`src/design/led_strip_pkg.sv`:
```
`default_nettype none

package led_strip_pkg;

    // Every word on the strip is 32 bits long
    localparam int WORD_BITS = 32;

    // Leading ones of an LED frame
    localparam logic [2:0] LED_FRAME_HDR = 3'b111;

    typedef logic [WORD_BITS - 1:0]         led_word_t;
    typedef logic [$clog2(WORD_BITS) - 1:0] bit_count_t;   // Bit position within a word
    typedef logic [4:0]                     brightness_t;  // Global brightness field
    typedef logic [7:0]                     color_t;       // One color channel

    // One LED setting, laid out in the order it goes on the wire
    typedef struct packed {
        brightness_t brightness;
        color_t      blue;
        color_t      green;
        color_t      red;
    } led_pixel_t;

    // Which word the shifter forms next
    typedef enum logic [1:0] {
        START_WORD,
        PIXEL_WORD,
        END_WORD
    } word_kind_e;

    typedef enum logic [2:0] {
        S_IDLE,
        S_START,
        S_PIXELS,
        S_END,
        S_ACK
    } frame_state_e;

endpackage

`default_nettype wire

```
`src/design/led_frame_buffer.sv`:
```
`timescale 1ns/1ps
`default_nettype none

module led_frame_buffer
    import led_strip_pkg::*;
#(
    parameter int NUM_LEDS = 13
)
(
    input  wire                                  clk,
    input  wire                                  i_rst_n,

    input  wire                                  i_load,
    input  led_pixel_t [NUM_LEDS - 1:0]          i_pixels,

    input  wire  [((NUM_LEDS > 1) ? $clog2(NUM_LEDS) : 1) - 1:0] i_index,
    output led_pixel_t                           o_pixel
);

    // ------------------------------
    // Frame copy
    // ------------------------------

    // Pixel 0 sits in the lowest slot and goes out first
    led_pixel_t [NUM_LEDS - 1:0] frame_q;

    always_ff @(posedge clk) begin
        if (!i_rst_n) begin
            frame_q <= '0;          // Dark frame until the first request
        end else if (i_load) begin
            frame_q <= i_pixels;    // Source is free to change its pixels after this
        end
    end

    // ------------------------------
    // Read port
    // ------------------------------

    // The FSM keeps the index in range, it only counts up to NUM_LEDS - 1
    assign o_pixel = frame_q[i_index];

endmodule

`default_nettype wire

```
`src/design/spi_bit_timer.sv`:
```
`timescale 1ns/1ps
`default_nettype none

module spi_bit_timer
    import led_strip_pkg::*;
#(
    parameter int CLK_DIV = 2
)
(
    input  wire  clk,
    input  wire  i_rst_n,

    input  wire  i_run,         // High while a frame is on the wire
    input  wire  i_start,       // Restart at bit 0, low phase

    output logic o_sk_clk,
    output logic o_shift_tick,  // End of a high phase, data may change
    output logic o_word_done    // One cycle after the high phase of the last bit
);

    localparam int DIV_W = (CLK_DIV > 1) ? $clog2(CLK_DIV) : 1;

    localparam logic [DIV_W - 1:0] DIV_LAST = DIV_W'(CLK_DIV - 1);
    localparam bit_count_t         BIT_LAST = bit_count_t'(WORD_BITS - 1);

    logic [DIV_W - 1:0] div_cnt;
    bit_count_t         bit_cnt;
    logic               sk_clk_q;
    logic               word_done_q;

    logic               phase_end;
    logic               fall;

    assign phase_end = (div_cnt == DIV_LAST);
    assign fall      = phase_end && sk_clk_q;   // High phase ends on this clock

    // ------------------------------
    // Divider and bit counter
    // ------------------------------

    always_ff @(posedge clk) begin
        if (!i_rst_n || i_start || !i_run) begin
            div_cnt     <= '0;
            bit_cnt     <= '0;
            sk_clk_q    <= 1'b0;
            word_done_q <= 1'b0;
        end else if (word_done_q) begin
            // Pause one cycle so the FSM can pick the next word
            word_done_q <= 1'b0;
        end else begin
            if (phase_end) begin
                div_cnt  <= '0;
                sk_clk_q <= !sk_clk_q;
            end else begin
                div_cnt  <= div_cnt + 1'b1;
            end

            if (fall) begin
                bit_cnt <= bit_cnt + 1'b1;  // Wraps to 0 after the last bit
                if (bit_cnt == BIT_LAST)
                    word_done_q <= 1'b1;
            end
        end
    end

    assign o_sk_clk     = sk_clk_q;
    assign o_word_done  = word_done_q;

    // No shift after the last bit, the next word is loaded instead
    assign o_shift_tick = fall && (bit_cnt != BIT_LAST);

endmodule

`default_nettype wire

```
`src/design/led_word_shifter.sv`:
```
`timescale 1ns/1ps
`default_nettype none

module led_word_shifter
    import led_strip_pkg::*;
(
    input  wire        clk,
    input  wire        i_rst_n,

    input  wire        i_start,     // Load a new word
    input  word_kind_e i_kind,
    input  led_pixel_t i_pixel,

    input  wire        i_shift,     // Advance to the next bit
    output logic       o_data
);

    led_word_t shift_q;
    led_word_t pixel_word;

    // Header, brightness, blue, green, red
    assign pixel_word = {LED_FRAME_HDR, i_pixel};

    // ------------------------------
    // Word load and shift
    // ------------------------------

    always_ff @(posedge clk) begin
        if (!i_rst_n) begin
            shift_q <= '0;                          // Data line low out of reset
        end else if (i_start) begin
            unique case (i_kind)
                START_WORD: shift_q <= '0;
                END_WORD:   shift_q <= '1;
                default:    shift_q <= pixel_word;
            endcase
        end else if (i_shift) begin
            shift_q <= {shift_q[WORD_BITS - 2:0], 1'b0};
        end
    end

    // MSB first
    assign o_data = shift_q[WORD_BITS - 1];

endmodule

`default_nettype wire

```
`src/design/led_frame_fsm.sv`:
```
`timescale 1ns/1ps
`default_nettype none

module led_frame_fsm
    import led_strip_pkg::*;
#(
    parameter int NUM_LEDS = 13
)
(
    input  wire        clk,
    input  wire        i_rst_n,

    input  wire        i_req,
    input  wire        i_word_done,

    output logic       o_ack,
    output logic       o_load,      // Copy the frame into the buffer
    output logic       o_run,       // Strip clock enable
    output logic       o_start,     // First cycle of a new word
    output word_kind_e o_kind,
    output logic [((NUM_LEDS > 1) ? $clog2(NUM_LEDS) : 1) - 1:0] o_index
);

    localparam int IDX_W = (NUM_LEDS > 1) ? $clog2(NUM_LEDS) : 1;

    localparam logic [IDX_W - 1:0] LAST_IDX = IDX_W'(NUM_LEDS - 1);

    frame_state_e       state_q;
    frame_state_e       state_d;

    logic [IDX_W - 1:0] led_idx;    // Next pixel to load
    logic               last_pix;   // Final pixel is on the wire
    logic               pixel_start;

    // ------------------------------
    // Next state and word requests
    // ------------------------------

    always_comb begin
        state_d = state_q;
        o_load  = 1'b0;
        o_start = 1'b0;
        o_kind  = START_WORD;

        unique case (state_q)
            S_IDLE: begin
                if (i_req) begin
                    o_load  = 1'b1;
                    o_start = 1'b1;                 // 32 zeros go out first
                    state_d = S_START;
                end
            end
            S_START: begin
                if (i_word_done) begin
                    o_start = 1'b1;
                    o_kind  = PIXEL_WORD;
                    state_d = S_PIXELS;
                end
            end
            S_PIXELS: begin
                if (i_word_done) begin
                    o_start = 1'b1;
                    if (last_pix) begin
                        o_kind  = END_WORD;
                        state_d = S_END;
                    end else begin
                        o_kind  = PIXEL_WORD;
                    end
                end
            end
            S_END:   if (i_word_done) state_d = S_ACK;
            S_ACK:   if (!i_req)      state_d = S_IDLE;  // Wait for the source to drop req
            default: state_d = S_IDLE;
        endcase
    end

    assign pixel_start = o_start && (o_kind == PIXEL_WORD);

    // ------------------------------
    // State and LED index
    // ------------------------------

    always_ff @(posedge clk) begin
        if (!i_rst_n) begin
            state_q  <= S_IDLE;
            led_idx  <= '0;
            last_pix <= 1'b0;
        end else begin
            state_q <= state_d;

            if (o_load) begin
                led_idx  <= '0;
                last_pix <= 1'b0;
            end else if (pixel_start) begin
                if (led_idx == LAST_IDX)
                    last_pix <= 1'b1;
                else
                    led_idx  <= led_idx + 1'b1;
            end
        end
    end

    assign o_run   = (state_q == S_START) || (state_q == S_PIXELS) || (state_q == S_END);
    assign o_ack   = (state_q == S_ACK);
    assign o_index = led_idx;

endmodule

`default_nettype wire

```
`src/design/led_strip_ctrl.sv`:
```
`timescale 1ns/1ps
`default_nettype none

module led_strip_ctrl
    import led_strip_pkg::*;
#(
    parameter int NUM_LEDS = 13,
    parameter int CLK_DIV  = 2      // System clocks per strip clock half period
)
(
    input  wire                         clk,
    input  wire                         i_rst_n,

    input  wire                         i_req,
    input  led_pixel_t [NUM_LEDS - 1:0] i_pixels,   // Pixel 0 is sent first
    output logic                        o_ack,

    output logic                        o_sk_clk,
    output logic                        o_sk_data
);

    localparam int IDX_W = (NUM_LEDS > 1) ? $clog2(NUM_LEDS) : 1;

    logic               load_buf;
    logic               start_word;
    word_kind_e         word_kind;
    logic               run;
    logic               shift_tick;
    logic               word_done;
    logic [IDX_W - 1:0] led_index;
    led_pixel_t         cur_pixel;

    // ------------------------------
    // Sequencing
    // ------------------------------

    led_frame_fsm #(
        .NUM_LEDS    ( NUM_LEDS   )
    ) led_frame_fsm_i (
        .clk         ( clk        ),
        .i_rst_n     ( i_rst_n    ),
        .i_req       ( i_req      ),
        .i_word_done ( word_done  ),
        .o_ack       ( o_ack      ),
        .o_load      ( load_buf   ),
        .o_run       ( run        ),
        .o_start     ( start_word ),
        .o_kind      ( word_kind  ),
        .o_index     ( led_index  )
    );

    led_frame_buffer #(
        .NUM_LEDS    ( NUM_LEDS   )
    ) led_frame_buffer_i (
        .clk         ( clk        ),
        .i_rst_n     ( i_rst_n    ),
        .i_load      ( load_buf   ),
        .i_pixels    ( i_pixels   ),
        .i_index     ( led_index  ),
        .o_pixel     ( cur_pixel  )
    );

    // ------------------------------
    // Serial side
    // ------------------------------

    spi_bit_timer #(
        .CLK_DIV      ( CLK_DIV    )
    ) spi_bit_timer_i (
        .clk          ( clk        ),
        .i_rst_n      ( i_rst_n    ),
        .i_run        ( run        ),
        .i_start      ( start_word ),
        .o_sk_clk     ( o_sk_clk   ),
        .o_shift_tick ( shift_tick ),
        .o_word_done  ( word_done  )
    );

    led_word_shifter led_word_shifter_i (
        .clk     ( clk        ),
        .i_rst_n ( i_rst_n    ),
        .i_start ( start_word ),
        .i_kind  ( word_kind  ),
        .i_pixel ( cur_pixel  ),
        .i_shift ( shift_tick ),
        .o_data  ( o_sk_data  )
    );

endmodule

`default_nettype wire

```
`config.mk`:
```
export PLATFORM = sky130hd
export DESIGN_NAME = led_strip_ctrl
export DESIGN_NICKNAME = d
export VERILOG_FILES = /design/src/design/led_strip_pkg.sv /design/src/design/led_frame_buffer.sv /design/src/design/spi_bit_timer.sv /design/src/design/led_word_shifter.sv /design/src/design/led_frame_fsm.sv /design/src/design/led_strip_ctrl.sv
export SDC_FILE = /design/constraint.sdc
export NUM_CORES = 1
export LEC_CHECK = 0
export BUFFER_PORTS_ARGS = -buffer_cell sky130_fd_sc_hd__buf_2
export CAP_MARGIN = 0
export CORE_MARGIN = 2
export CORE_UTILIZATION = 55
export CTS_CLUSTER_DIAMETER = 100
export DETAILED_ROUTE_END_ITERATION = 12
export PLACE_DENSITY = 0.86
export SETUP_SLACK_MARGIN = 0.5
export SYNTH_ARGS = -nofsm -noshare
export SYNTH_HDL_FRONTEND = slang
export SYNTH_SLANG_ARGS = --single-unit
```
`constraint.sdc`:
```
create_clock -name clk -period 2.4 [get_ports clk]
set_input_delay 0.12 -clock clk [delete_from_list [all_inputs] [get_ports clk]]
set_output_delay 0.12 -clock clk [all_outputs]
set_load 0.01 [all_outputs]
```
==> results summary, run 1 <==
The tool reported: "[ERROR GRT-0232] Routing congestion too high. Check the congestion heatmap in the GUI". Of the total synthesized cell area, the portion taken by AND, OR, NAND and NOR gates is 0.195. Of the total synthesized cell area, the portion taken by full adders, half adders and majority gates is 0.00277. The remaining global-route overflow came out at 1. Detailed placement ended at an HPWL of around 42 mm. The stopping stage is global routing (5_1_grt).

The H-tree was split into 2 levels. The placer's final routability congestion estimate is 0.929. The floorplan has 66 rows. Clock tree synthesis selected as its root buffer the cell sky130_fd_sc_hd__clkbuf_16. The Yosys warning count is 0. The overall track demand over capacity in global routing is 0.592. The chip height is 185 um. Of the synthesized area, sequential elements account for 0.471. The compound-cell area share of the yosys netlist came out at 0.178. The total standard cell area after synthesis is 18100 sq um. From left edge to right edge, the die measures 185 um.

Entering global routing, the biggest net connects 127 pins. In the global-route stage, repair_timing last flagged the worst endpoint as led_word_shifter_i.shift_q[31]$_SDFFE_PN0P_/D. The share of synthesized area spent on multiplexers is 0.0977. The initial core utilization came out at 0.557. The top-level port count came out at 383. After the last repair the worst path ends at a sequential cell input.

The async set-or-reset flop fraction in the synthesized netlist came out at 0. The post-synthesis area per instance is approximately 8.2 sq um. The number of placed instances with taps included came out at 2906. The post-synth net total came out at 2598. CTS saw approximately 430 sinks. The post-synthesis instance total came out at 2214.

The count of buffers added on input and output ports is 382. By area, the combinational part of the netlist is dominated by simple AND/OR/NAND/NOR gates. The number of unique standard cell types used by synthesis came out at 53. The clock buffer count from CTS came out at 43. The maximum buffer depth of the clock tree came out at 3. Yosys mapped a number of flops with a built-in enable equal to 0. In the synthesized netlist the dominant register cell turns out to be sky130_fd_sc_hd__dfxtp_1.

The run stopped with a tool error. The fraction of synthesized cell area in xor and xnor cells came out at 0.00491. Counting flops and latches in the post-synthesis netlist gives between 400 and 500.
-- cells by family after synthesis --
kind of cell,after synthesis
buf+inv,199
flops,425
compound gates,556
simple gates,903
mux,119
fa+ha+maj,4
xor+xnor,8
-- metal layers --
layer / GRT overflow / GRT usage
met1: 0 / 0.604
met2: 1 / 0.830
met3: 0 / 0.364
met4: 0 / 0.540
met5: 0 / 0.0370
-- Yosys cell counts, drive strengths merged (18+ instances only) --
cell type  count  area (sq um)
a21oi        396          1990
a221oi        24           210
a22oi         18           135
buf           72           438
clkbuf       118           443
dfxtp        425          8510
mux2          39           439
mux2i         38           380
mux4          42           946
nand2        818          3070
nand3         25           125
nor2          24          95.1
o221ai        30           263
o22ai         24           150
-- what timing repair did --
| action | 4_1_cts |
|---|---|
| hold buffers | 378 |
| resized for setup | 25 |
| endpoints found under the setup margin | 365 |
| buffers inserted | 23 |
| endpoints found under the hold margin | 378 |
| pin swaps | 1 |
| cloned | 2 |
-- per-stage QoR --
| stage | setup WS [ns] | hold slack [ns] | instance area (sq um) | utilization |
|---|---|---|---|---|
| after floorplan | 0.437 | 0.256 | 18200 | - |
| after global placement | 0.264 | 0.362 | 20400 | 0.630 |
| after detailed placement | 0.234 | 0.366 | 20400 | 0.630 |
| after CTS | 0.458 | 0.0369 | 26000 | 0.800 |
==> inputs of run 2 (changes only) <==
- CORE_UTILIZATION: 55 -> 40
- CTS_CLUSTER_DIAMETER: 100 -> unset
- PLACE_DENSITY: 0.86 -> unset
- PLACE_DENSITY_LB_ADDON: unset -> 0.15
- SETUP_SLACK_MARGIN: 0.5 -> unset
==> results summary, run 2 <==
Status: complete, no violations (was did not finish). The placed cell area is 20600 sq um (was 20400 sq um). In the layout the commonest cells are sky130_fd_sc_hd__nand2_1, sky130_fd_sc_hd__dfxtp_1, sky130_fd_sc_hd__a21oi_1, sky130_fd_sc_hd__buf_2, sky130_fd_sc_hd__dlygate4sd3_1.

The worst hold-check slack came out at 0.106 ns. The ratio of total power to cell area is 669 nW/um^2. The clock sink total was 425 (unchanged). The initial DRC count is 1417. For this run, the post-layout net count is 3279. The number of setup violations in the final report is 0. Setup repair after global routing left no endpoint under its margin. In the final layout, the share of cells above drive strength 1 is 0.211. The initial core utilization is 0.407 (was 0.557). The category of the worst setup path capture point is a flop. The total routed wirelength is roughly 70 mm. At the worst endpoint, the required time is 2.85 ns. The clock network power share is 0.435. The share of synthesized area spent on multiplexers came out at 0.0977 (unchanged).

The filler cells instantiated in the layout total 3838. The wire length of the first global-routing pass is roughly 110 mm. The number of flip-flops under the largest register name is 377. The largest registers in the layout are led_frame_buffer_i.frame_q: 377 flops, led_word_shifter_i.shift_q: 32 flops, spi_bit_timer_i.bit_cnt: 5 flops. The number of global-route vias before repair came out at 18753. The dominant cell type by area after synthesis is sky130_fd_sc_hd__dfxtp_1 (unchanged).

In the global route stage, overall resource usage came out at 0.288. The maximum buffer depth of the clock tree came to 3 (unchanged). Leaving out fill and tap cells, the most frequent cell in the layout is sky130_fd_sc_hd__nand2_1. The core region is 44400 sq um. The number of unique standard cell types used by synthesis came out at 53 (unchanged). The critical path is of the reg -> reg type. After routing, the total negative slack on setup checks comes to 0 ns.

The worst setup slack for register-to-register paths came out at between 0.15 and 0.2 ns. The number of pins exceeding their max-slew limit in the final report is 0. The chip height is 217 um (was 185 um).

For this run the aggregate overflow at the end of global routing stands at 0. The classification of the worst-slack hold path is in -> reg. The adder-cell share of the synthesized area came out at 0.00277 (unchanged).

The placer's final routability congestion estimate is 0.877 (was 0.929). The reported max-cap violation count is 0. The insertion delay of the later-clocked pin in the worst-skew pair is 0.58 ns.

Synth area leaders: sky130_fd_sc_hd__dfxtp_1, sky130_fd_sc_hd__nand2_1, sky130_fd_sc_hd__a21oi_1 (unchanged). The area share of the largest cell type after synthesis is 0.471 (unchanged). The internal power consumption is 13.1 mW. The count of flip-flops with a built-in enable after synthesis is 0 (unchanged).

The DRC violation count after routing came out at 0. The level count of the clock H-tree is 2 (unchanged). The initial antenna violation count is 2.

The wire length per cell is slightly below 20 um. Dividing the detail-routed via count by the number of cells gives between 5 and 6. The CTS root buffer is sky130_fd_sc_hd__clkbuf_16 (unchanged). The achievable clock frequency is 451 MHz.

The total die area came out at around 47000 sq um. The top-level port count came out at 383 (unchanged). The die outline width is 217 um (was 185 um). Data arrives at the worst endpoint at 2.67 ns. Leading post-synthesis cells by instance count: sky130_fd_sc_hd__nand2_1, sky130_fd_sc_hd__dfxtp_1, sky130_fd_sc_hd__a21oi_1 (unchanged). The analysis attributes to net switching a power of 4.28 mW. The area of all placed cells without fillers is around 26000 sq um. The final hold violation count is 0. Ranked by flip-flop count, first place goes to led_frame_buffer_i.frame_q. The part of the total power dissipated in sequential elements is 0.441.

The cell row count is 77 (was 66). The worst pin sits at a relative slew slack of 0.365. The fraction of synthesized cell area in xor and xnor cells is 0.00491 (unchanged).

The startpoint class of the critical path is a flop. The number of port buffers is 382 (unchanged). The share of total power dissipated in combinational logic is 0.124.

The share of the yosys chip area belonging to registers was 0.471 (unchanged). After clock tree synthesis, the clock-pin slew on the worst setup and hold paths is around 0.06 ns. The half-perimeter wire length after placement came out at 45.1 mm (was 42.1 mm). The cell with the most instances after synthesis was sky130_fd_sc_hd__nand2_1 (unchanged). The total standard cell area after synthesis came to 18100 sq um (unchanged). The post-synthesis area per instance came out at 8.16 sq um (unchanged). The net switching share of the total power came out at 0.246. The final core area utilization is 0.586. The pin slew with the least headroom to its limit came out at around 0.95 ns. The flip-flop cell with the highest count after synthesis is sky130_fd_sc_hd__dfxtp_1 (unchanged). The length of the first detailed-routing pass in iterations is 5. The total number of vias is approximately 19000. Entering global routing, the biggest net connects 181 pins. The shortest clock period the worst path allows after layout is 2.22 ns. The simple logic cell fraction of the synthesized area was 0.195 (unchanged). The Yosys warning count came to 0 (unchanged). The number of synthesized register bits is 425 (unchanged). The async set-or-reset flop fraction in the synthesized netlist is 0 (unchanged). The compound-cell area share of the yosys netlist is 0.178 (unchanged).

The combinational family with the most area after synthesis is simple AND/OR/NAND/NOR gates (unchanged). The post-synthesis instance total is 2214 (unchanged). The remaining antenna violation count after routing is 0. TritonCTS built the clock tree. The portion of the clock cycle consumed by the worst path in the final layout is 0.924. Relative to the synthesized area, the layout overhead comes to 44.0%. Along the worst path, the maximum fanout reaches 14.

Summed over all cells, the static leakage comes to 10.3 nW. The largest voltage drop on the vdd net came out at between 0.4 and 0.5 mV. Between clock sinks in the finished design, the worst skew comes to 0.0264 ns. The post-layout total power came out at 17.4 mW.

The post-synth net total is 2598 (unchanged). The clock buffer count from CTS is 47 (was 43).
==> run 2: cell counts after synthesis <==
No cell type changed its count.
==> run 2: kinds of logic after synthesis <==
group           after synthesis
compound gates              556
xor+xnor                      8
simple gates                903
flops                       425
buf+inv                     199
mux                         119
fa+ha+maj                     4
==> run 2: final cells by class <==
type / instances / area [sq um] / share of cell area
multi-input cells: 1590 / 8680 / 0.333
flip-flops and latches: 425 / 8520 / 0.327
repair buffers: 822 / 6440 / 0.247
clock buffers: 70 / 1420 / 0.0547
well taps: 592 / 741 / 0.0284
clock inverters: 13 / 194 / 0.00745
inverters: 9 / 41.3 / 0.00159
diodes: 2 / 5.00 / 0.000192
==> run 2: worst paths after layout <==
path / from / end / depth (start not counted)
worst min-delay path: i_rst_n / led_word_shifter_i.shift_q[25] / 3
worst max register to register: spi_bit_timer_i.bit_cnt[0] / led_word_shifter_i.shift_q[16] / 7
worst max-delay path: spi_bit_timer_i.bit_cnt[0] / led_word_shifter_i.shift_q[16] / 7
worst min register to register: led_frame_buffer_i.frame_q[120] / led_frame_buffer_i.frame_q[120] / 2
==> run 2: metrics by stage <==
stage          setup WS (ns)  std cells
6_report               0.181       3523
5_1_grt               0.0348       3523
4_1_cts               0.0981       3515
3_5_place_dp           0.103       3054
3_3_place_gp           0.133       3054
2_1_floorplan          0.324       2214
==> run 2: what timing repair did <==
item	in CTS	in global routing
buffers inserted	0	6
resized for setup	0	1
endpoints found under the setup margin	0	5
hold endpoints to repair	379	0
hold buffers	378	0
==> run 2: worst max-delay path, stage by stage (launching register included) <==
cell and delay, ns:
sky130_fd_sc_hd__dfxtp_1 0.33, sky130_fd_sc_hd__ha_1 0.22, sky130_fd_sc_hd__and3_1 0.19, sky130_fd_sc_hd__ha_1 0.20
sky130_fd_sc_hd__nand3b_1 0.19, sky130_fd_sc_hd__and3_1 0.42, sky130_fd_sc_hd__a221o_1 0.36, sky130_fd_sc_hd__and3_1 0.19
==> run 2: power groups by stage <==
stage	Clock [mW]	Combinational [mW]	Sequential [mW]
after floorplan	0	0.952	7.74
after global placement	0	1.61	7.83
after detailed placement	0	1.63	7.83
after CTS	7.70	2.11	7.68
after global routing	7.95	2.34	7.72
final	7.58	2.15	7.69
==> run 2: routing by layer <==
metal  global-route usage  vias up  wire length (um)
met2                0.496      795             33800
met1                0.356     8874             28300
met3               0.0465      179              4140
met5                    0        -                 0
li1                     -     8942                 -
met4                0.125        0              2920
(Power assumes the default switching activity.)
==> inputs of run 3 (changes only) <==
- MAX_ROUTING_LAYER: unset -> met4
==> results summary, run 3 (synthesis results as in run 2) <==
The placer's final routability congestion estimate came out at 0.925 (was 0.877). The net switching share of the total power is 0.253 (was 0.246). Status: complete, no violations (unchanged).

The internal power consumption came to 12.7 mW (was 13.1 mW). The half-perimeter wire length after placement was 45.0 mm (was 45.1 mm). The number of pins exceeding their max-slew limit in the final report came out at 0 (unchanged).

The overall track demand over capacity in global routing came out at 0.297 (was 0.288). The clock sink total is 425 (unchanged). The final sum of negative setup slack is 0 ns (unchanged). The clock network power share is 0.419 (was 0.435). The remaining antenna violation count after routing came out at 0 (unchanged). The category of the worst setup path capture point was a flop (unchanged). The CTS root buffer is sky130_fd_sc_hd__clkbuf_16 (unchanged). The initial DRC count was 1506 (was 1417). The number of flip-flops under the largest register name was 377 (unchanged). The cell leakage power came out at 10.3 nW (about the same). The shortest clock period the worst path allows after layout is 2.31 ns (was 2.22 ns). The total die area came out at 46900 sq um (unchanged). The total number of vias was 18776 (was 18790). The achievable clock frequency is 434 MHz (was 451 MHz).

The initial antenna violation count came out at 4 (was 2). The largest clock skew in the final design came out at 0.0224 ns (was 0.0264 ns). The chip height is 217 um (unchanged).

The fraction of layout instances using a drive strength above 1 came out at 0.213 (was 0.211). The die outline width is 217 um (unchanged). The synthesis-to-layout area growth was 43.6% (was 44.0%). RSZ-0062 raised after global routing: false (unchanged).

The standard cell core area came to 44400 sq um (unchanged). The fill cell instance count of the final layout is 3839 (was 3838). The data arrival time of the critical path came out at 2.73 ns (was 2.67 ns). The CTS tree is yes (unchanged).

The cell row count was 77 (unchanged). The insertion delay of the later-clocked pin in the worst-skew pair is 0.58 ns (about the same). The initial core utilization is 0.407 (unchanged). The number of placed instances with taps included is 3065 (was 3054). The pin slew with the least headroom to its limit is 0.910 ns (was 0.952 ns). The classification of the worst-slack hold path is in -> reg (unchanged). The wire length per cell came out at 19.5 um (was 19.6 um). The top-level port count is 383 (unchanged). The number of global-route vias before repair is 19414 (was 18753). The level count of the clock H-tree is 2 (unchanged). The pin count of the biggest net entering global routing is 181 (unchanged).

The number of standard cells in the layout, taps in and fillers out is 3528 (was 3523). The part of the total power dissipated in sequential elements is 0.453 (was 0.441). The clock transition at the registers of the reported paths is 0.06 ns (about the same). The maximum buffer depth of the clock tree came to 3 (unchanged). Commonest cells after routing, fill and taps aside: sky130_fd_sc_hd__nand2_1, sky130_fd_sc_hd__dfxtp_1, sky130_fd_sc_hd__a21oi_1, sky130_fd_sc_hd__buf_2, sky130_fd_sc_hd__dlygate4sd3_1 (unchanged). The maximum net fanout on the critical path is 18 (was 14). Top Registers: led_frame_buffer_i.frame_q: 377 flops, led_word_shifter_i.shift_q: 32 flops, spi_bit_timer_i.bit_cnt: 5 flops (unchanged). The largest register by flop count is led_frame_buffer_i.frame_q (unchanged). The post-layout total power came out at 16.9 mW (was 17.4 mW).

The post-CTS setup repair buffer count came out at 0 (unchanged). The reported max-cap violation count is 0 (unchanged). The ratio of total power to cell area is 653 nW/um^2 (was 669 nW/um^2). The DRC violation count after routing is 0 (unchanged). The worst slew margin relative to its limit came to 0.393 (was 0.365). The final hold violation count is 0 (unchanged). The startpoint class of the critical path is a flop (unchanged).

The clock buffer count from CTS is 46 (was 47). The number of nets in the layout is 3283 (was 3279). The most frequent standard cell in the layout excluding fill and tap cells is sky130_fd_sc_hd__nand2_1 (unchanged). The total routed wirelength is 68.6 mm (was 69.2 mm). The worst endpoint required time is 2.82 ns (was 2.85 ns). The wire length of the first global-routing pass was 106 mm (was 105 mm). The largest voltage drop on the vdd net came out at 0.443 mV (was 0.472 mV).

The number of setup violations in the final report came out at 0 (unchanged). The detailed-route vias per instance is 5.32 (was 5.33). The number of port buffers is 382 (unchanged). The remaining global-route overflow came to 0 (unchanged).

The portion of the clock cycle consumed by the worst path in the final layout came out at 0.960 (was 0.924). The worst setup path category is reg -> reg (unchanged). The combinational share of power was 0.128 (was 0.124).

The power spent charging and discharging nets was 4.28 mW (about the same). The length of the first detailed-routing pass in iterations is 6 (was 5). The worst setup slack for register-to-register paths came out at 0.09 ns (was 0.18 ns).
run 3: changes by cell type in the layout (fill, tap and decap cells not counted), moves of 2 or more:
cell,change
sky130_fd_sc_hd__clkinv_2,+5
sky130_fd_sc_hd__clkbuf_16,-2
sky130_fd_sc_hd__buf_4,+6
sky130_fd_sc_hd__diode_2,+2
sky130_fd_sc_hd__clkbuf_1,-4
sky130_fd_sc_hd__clkinvlp_4,+3
sky130_fd_sc_hd__bufinv_16,-3
run 3: power by group through the flow:
stage	combinational (mW)	clock [mW]	sequential, mW
final	2.16	7.10	7.68
after global routing	2.35	7.50	7.72
after CTS	2.12	7.19	7.67
after detailed placement	1.64	0	7.83
after global placement	1.62	0	7.82
after floorplan	0.952	0	7.74
run 3: worst max-delay path: stages, from the launching register on:
cell and delay (ns):
sky130_fd_sc_hd__dfxtp_4 0.57, sky130_fd_sc_hd__buf_12 0.22, sky130_fd_sc_hd__buf_12 0.17, sky130_fd_sc_hd__mux2_2 0.34, sky130_fd_sc_hd__a22oi_1 0.26, sky130_fd_sc_hd__o221ai_1 0.30, sky130_fd_sc_hd__o211ai_1 0.19, sky130_fd_sc_hd__a211oi_1 0.09
run 3: cell type report:
class                   instances  area (sq um)  share of cell area
well taps                     592           741              0.0285
multi-input cells            1590          8680               0.334
clock inverters                18           159             0.00612
diodes                          4          10.0            0.000386
repair buffers                827          6460               0.249
clock buffers                  63          1350              0.0518
flip-flops and latches        425          8520               0.328
inverters                       9          41.3             0.00159
run 3: repair_timing:
item | 4_1_cts | 5_1_grt
hold buffers | 378 | 0
gates resized for setup | 0 | 1
endpoints found under the setup margin | 0 | 1
hold endpoints to repair | 379 | 0
run 3: stage by stage:
stage	cell area [sq um]	hold WS [ns]	util	setup WS, ns
floorplan	18100	0.256	-	0.324
global placement	20700	0.362	0.465	0.132
detailed placement	20700	0.366	0.465	0.137
CTS	25900	0.0579	0.584	0.121
global route	26000	0.114	0.584	0.0227
finish	26000	0.0874	0.584	0.0948
run 3: per-layer routing:
layer	global-route usage	part of all wire
met3	0.0385	0.060
met2	0.497	0.49
met5	-	0
met1	0.352	0.40
met4	0.147	0.049
run 3: path summary, 6_finish.rpt:
kind,start,endpoint,cells after the start
worst max-delay path,led_frame_fsm_i.o_index[2],led_word_shifter_i.shift_q[14],7
worst min-delay path,i_rst_n,led_word_shifter_i.shift_q[21],3
worst max register to register,led_frame_fsm_i.o_index[2],led_word_shifter_i.shift_q[14],7
worst min register to register,led_frame_buffer_i.frame_q[98],led_frame_buffer_i.frame_q[98],2
